**config.mk**
```make
export PLATFORM = sky130hd
export DESIGN_NAME = msrh_l2_req_arbiter
export DESIGN_NICKNAME = d
export VERILOG_FILES = /design/src/hw/msrh_l2_pkg.sv /design/src/hw/msrh_l2_req_arbiter.sv
export SDC_FILE = /design/constraint.sdc
export NUM_CORES = 1
export LEC_CHECK = 0
export BUFFER_PORTS_ARGS = -buffer_cell sky130_fd_sc_hd__buf_4
export CAP_MARGIN = 40
export CORE_AREA = 2 2 215 217
export DETAILED_ROUTE_END_ITERATION = 12
export DIE_AREA = 0 0 217 219
export SYNTH_ARGS = -nofsm -noshare
export SYNTH_HDL_FRONTEND = slang
export SYNTH_SLANG_ARGS = --single-unit
```
**constraint.sdc**
```tcl
create_clock -name vclk -period 2.33
set_input_delay 0.233 -clock vclk [all_inputs]
set_output_delay 0.233 -clock vclk [all_outputs]
set_load 0.01 [all_outputs]
```
**src/hw/msrh_l2_pkg.sv**
```systemverilog
package msrh_l2_pkg;

   // widths that appear on the L2 request path
   localparam int PADDR_W      = 32;
   localparam int DATA_W       = 64;
   localparam int L2_CMD_TAG_W = 4;
   localparam int SRC_W        = 2;

   typedef logic [PADDR_W-1:0]      paddr_t;
   typedef logic [DATA_W-1:0]       l2_data_t;
   typedef logic [DATA_W/8-1:0]     l2_byte_en_t;
   typedef logic [L2_CMD_TAG_W-1:0] l2_tag_t;
   typedef logic [SRC_W-1:0]        src_id_t;

   // requester ids, also used as the index of each port
   localparam src_id_t SRC_ELF = 2'd0;
   localparam src_id_t SRC_IC  = 2'd1;
   localparam src_id_t SRC_L1D = 2'd2;
   localparam src_id_t SRC_PTW = 2'd3;

   typedef enum logic {
      M_RD = 1'b0,
      M_WR = 1'b1
   } mem_cmd_t;

   // request as a requester drives it
   typedef struct packed {
      mem_cmd_t    cmd;
      paddr_t      addr;
      l2_tag_t     tag;
      l2_data_t    data;
      l2_byte_en_t byte_en;
   } l2_req_t;

   // request after arbitration, tagged with its source
   typedef struct packed {
      src_id_t src;
      l2_req_t req;
   } l2_mem_req_t;

   typedef struct packed {
      src_id_t  src;
      l2_tag_t  tag;
      l2_data_t data;
   } l2_mem_resp_t;

   // response as a requester sees it
   typedef struct packed {
      l2_tag_t  tag;
      l2_data_t data;
   } l2_resp_t;

endpackage

```
**src/hw/msrh_l2_req_arbiter.sv**
```systemverilog
module msrh_l2_req_arbiter (
   input  logic                      i_clk,

   // ELF loader
   input  logic                      i_elf_req_valid,
   input  msrh_l2_pkg::l2_req_t      i_elf_req,
   output logic                      o_elf_req_ready,

   // instruction cache
   input  logic                      i_ic_req_valid,
   input  msrh_l2_pkg::l2_req_t      i_ic_req,
   output logic                      o_ic_req_ready,

   // L1 data cache
   input  logic                      i_l1d_req_valid,
   input  msrh_l2_pkg::l2_req_t      i_l1d_req,
   output logic                      o_l1d_req_ready,

   // page table walker
   input  logic                      i_ptw_req_valid,
   input  msrh_l2_pkg::l2_req_t      i_ptw_req,
   output logic                      o_ptw_req_ready,

   // towards the L2 RAM
   output logic                      o_mem_req_valid,
   output msrh_l2_pkg::l2_mem_req_t  o_mem_req,
   input  logic                      i_mem_req_ready
);

   localparam int N_SRC = 1 << msrh_l2_pkg::SRC_W;

   // requests gathered by source id
   logic [N_SRC-1:0]      w_req_valid;
   msrh_l2_pkg::l2_req_t  w_req [N_SRC];

   logic                  w_any_valid;
   msrh_l2_pkg::src_id_t  w_win_src;
   logic [N_SRC-1:0]      w_grant;
   logic [N_SRC-1:0]      w_ready;

   assign w_req_valid[msrh_l2_pkg::SRC_ELF] = i_elf_req_valid;
   assign w_req_valid[msrh_l2_pkg::SRC_IC]  = i_ic_req_valid;
   assign w_req_valid[msrh_l2_pkg::SRC_L1D] = i_l1d_req_valid;
   assign w_req_valid[msrh_l2_pkg::SRC_PTW] = i_ptw_req_valid;

   assign w_req[msrh_l2_pkg::SRC_ELF] = i_elf_req;
   assign w_req[msrh_l2_pkg::SRC_IC]  = i_ic_req;
   assign w_req[msrh_l2_pkg::SRC_L1D] = i_l1d_req;
   assign w_req[msrh_l2_pkg::SRC_PTW] = i_ptw_req;

   // fixed priority, l1d first and the ELF loader last
   always_comb begin
      if (w_req_valid[msrh_l2_pkg::SRC_L1D]) begin
         w_win_src = msrh_l2_pkg::SRC_L1D;
      end else if (w_req_valid[msrh_l2_pkg::SRC_PTW]) begin
         w_win_src = msrh_l2_pkg::SRC_PTW;
      end else if (w_req_valid[msrh_l2_pkg::SRC_IC]) begin
         w_win_src = msrh_l2_pkg::SRC_IC;
      end else begin
         w_win_src = msrh_l2_pkg::SRC_ELF;
      end
   end

   assign w_any_valid = |w_req_valid;

   // one-hot grant, empty when nobody asks
   assign w_grant = w_any_valid ? (N_SRC'(1) << w_win_src) : '0;

   assign o_mem_req_valid = w_any_valid;
   assign o_mem_req       = '{src: w_win_src, req: w_req[w_win_src]};

   // RAM ready only reaches the winner
   assign w_ready = w_grant & {N_SRC{i_mem_req_ready}};

   assign o_elf_req_ready = w_ready[msrh_l2_pkg::SRC_ELF];
   assign o_ic_req_ready  = w_ready[msrh_l2_pkg::SRC_IC];
   assign o_l1d_req_ready = w_ready[msrh_l2_pkg::SRC_L1D];
   assign o_ptw_req_ready = w_ready[msrh_l2_pkg::SRC_PTW];

   // never two requesters handshaking on the same edge
   a_one_ready : assert property (
      @(posedge i_clk)
      $onehot0({o_elf_req_ready, o_ic_req_ready, o_l1d_req_ready, o_ptw_req_ready})
   );

endmodule

```
==> impl_results.md <==
* Site Rows at a little under 80
* Starting Density at about 5.7%
* Gpl congestion at ~0.80
* WL/cell at ~16 um
* Crit share post-route at between 70% and 80%
* Vias in the first global route at approximately 5400
* Storage cell area at 0 sq um
* Core area at around 45000 sq um
* Die Area at ~48000 sq um
* Routed WL at around 24000 um
* DRT iter0 DRCs at 444
* Drt first pass iters at 5
* # IOs at ~560
* Synth unique cells at 16
* Mean Syn Cell Area at approximately 6.5 sq um
* Post-DRT Antenna Nets at 0
* Largest net degree at the start of global routing at 113
* Setup violators final at 0
* Final Max Slew Viols at 0
* Final hold violations at 0
* Area Growth Syn to Fin at 185%
* WHS at approximately 0.74 ns
* Placement Setup Slack at approximately 0.5 ns
* Minimum clock period at about 1.8 ns
* Type of origin of the critical path: input port
* Share of Yosys cell area claimed by the top area cell type at 63.3%
* Synth area leaders: a22oi_1, o21ai_1, buf_6
* Die width at 217 um
* Port Buf Inserts at 557
* WS Path Type: in2out
* Crit-path cells: buf_6, nor3_4, buf_12, buf_4, a22oi_1, o21ai_1, buf_4
* Initial antenna violation count at 4
* Relative slew slack at approximately three fifths
* RSZ-0062 raised after global routing: false
* Post-synth top cells: a22oi_1, o21ai_1, clkbuf_1
* Top-count cell post-synth: a22oi_1
* Max frequency at 553 MHz
* Syn_nets at 841
* Yosys warning count at 0
* Seq Cell Count at 0
* P_leak at 0.00336 uW
* Cell area after synthesis at 2590 sq um
* Overflow after GRT at 0
* Critical path endpoint category: output pin
* Buf/Inv on CP at 4
* Worst path max stage delay at between 0.3 and 0.4 ns
* First-pass GRT wire length at 32200 um
* Post-layout total power at 1500 uW
* Worst EP required at about 2.1 ns
* Layout cells sized above 1 at roughly 63%
* Status: completed
* Fill count at 5151
* Post-synthesis cell count at 399
* Worst EP arrival at between 1.5 and 2 ns
* Drt drc at 0
* Delay-heaviest family, CP: buffers and inverters
* Power Dens Cells at roughly 200 nW/um^2
* Nets at 1349
* Max Cap Viol at 0
* Overall global routing resource usage at 8.63%
* Post-synthesis sequential area ratio at 0%
* Vias per cell at 3.84
* DP Wirelength at slightly below 20000 um
* Setup TNS at 0 ns
* Cts repair resizes at 0
* Final worst slack at approximately 0.52 ns
* Hold buffers post-CTS at 0
* Top cell type by total area after synthesis: a22oi_1
* HP Class: in2out
* Crit-path max FO at 58
* Via count at 5790
* Die Ht at ~220 um
* VDD IR max at between 0.00008 and 0.00009 V
* Post-CTS setup buffer count at 0
* # clk buffers at 0
* CP dominant cell by count: buf_4
* Worst path slowest cell: nor3_4
* Fin util at 16.4%
* Actual slew at the worst max-slew pin at between 0.5 and 0.6 ns
cell usage in the layout, fill, tap and decap left out:
cell and n:
nor2_1 3, and3b_1 1, buf_6 1, buf_4 558, nand2_1 1, o21ai_1 109
and3_1 1, buf_12 8, or2_1 1, nor3_4 1, nand2b_1 1, nor2b_4 1
and2_1 1, diode_2 4, a22oi_1 218
power breakdown:
| part | switching [uW] | internal [uW] | total, uW |
|---|---|---|---|
| clock | 0 | 0.000230 | 0.000230 |
| combinational | 621 | 884 | 1500 |
| sequential | 0 | 0 | 0 |
path summary, 6_finish.rpt:
| kind | startpoint | slack, ns | cells after the start | endpoint |
|---|---|---|---|---|
| hold / removal | i_elf_req_valid | 0.74 | 3 | o_mem_req_valid |
| setup / recovery | i_l1d_req_valid | 0.52 | 7 | o_mem_req[11] |
metal layers:
layer / track usage [%] / wire (um) / vias up
li1: - / - / 2703
met1: 10.2 / 8550 / 2622
met2: 15.8 / 12000 / 435
met3: 1.43 / 2400 / 30
met4: 2.58 / 651 / 0
met5: 0 / 0 / -
cells by family after synthesis:
| family | share of synthesized area [%] |
|---|---|
| AO/OA/AOI/OAI | 84.4 |
| AND/OR/NAND/NOR | 2.52 |
| buffers and inverters | 13.1 |
through the flow:
stage                     instance area (sq um)  instances
after global routing                       7380       1509
after floorplan                            2590        399
after CTS                                  7370       1505
after global placement                     7370       1505
after detailed placement                   7370       1505
final                                      7380       1509
cell type report:
class / count / area [sq um] / area share [%]
antenna: 4 / 10.0 / 0.136
multi-input combinational: 338 / 2260 / 30.6
tap: 600 / 751 / 10.2
timing repair buffer: 567 / 4360 / 59.1
Power figures use the tool's default switching activity.
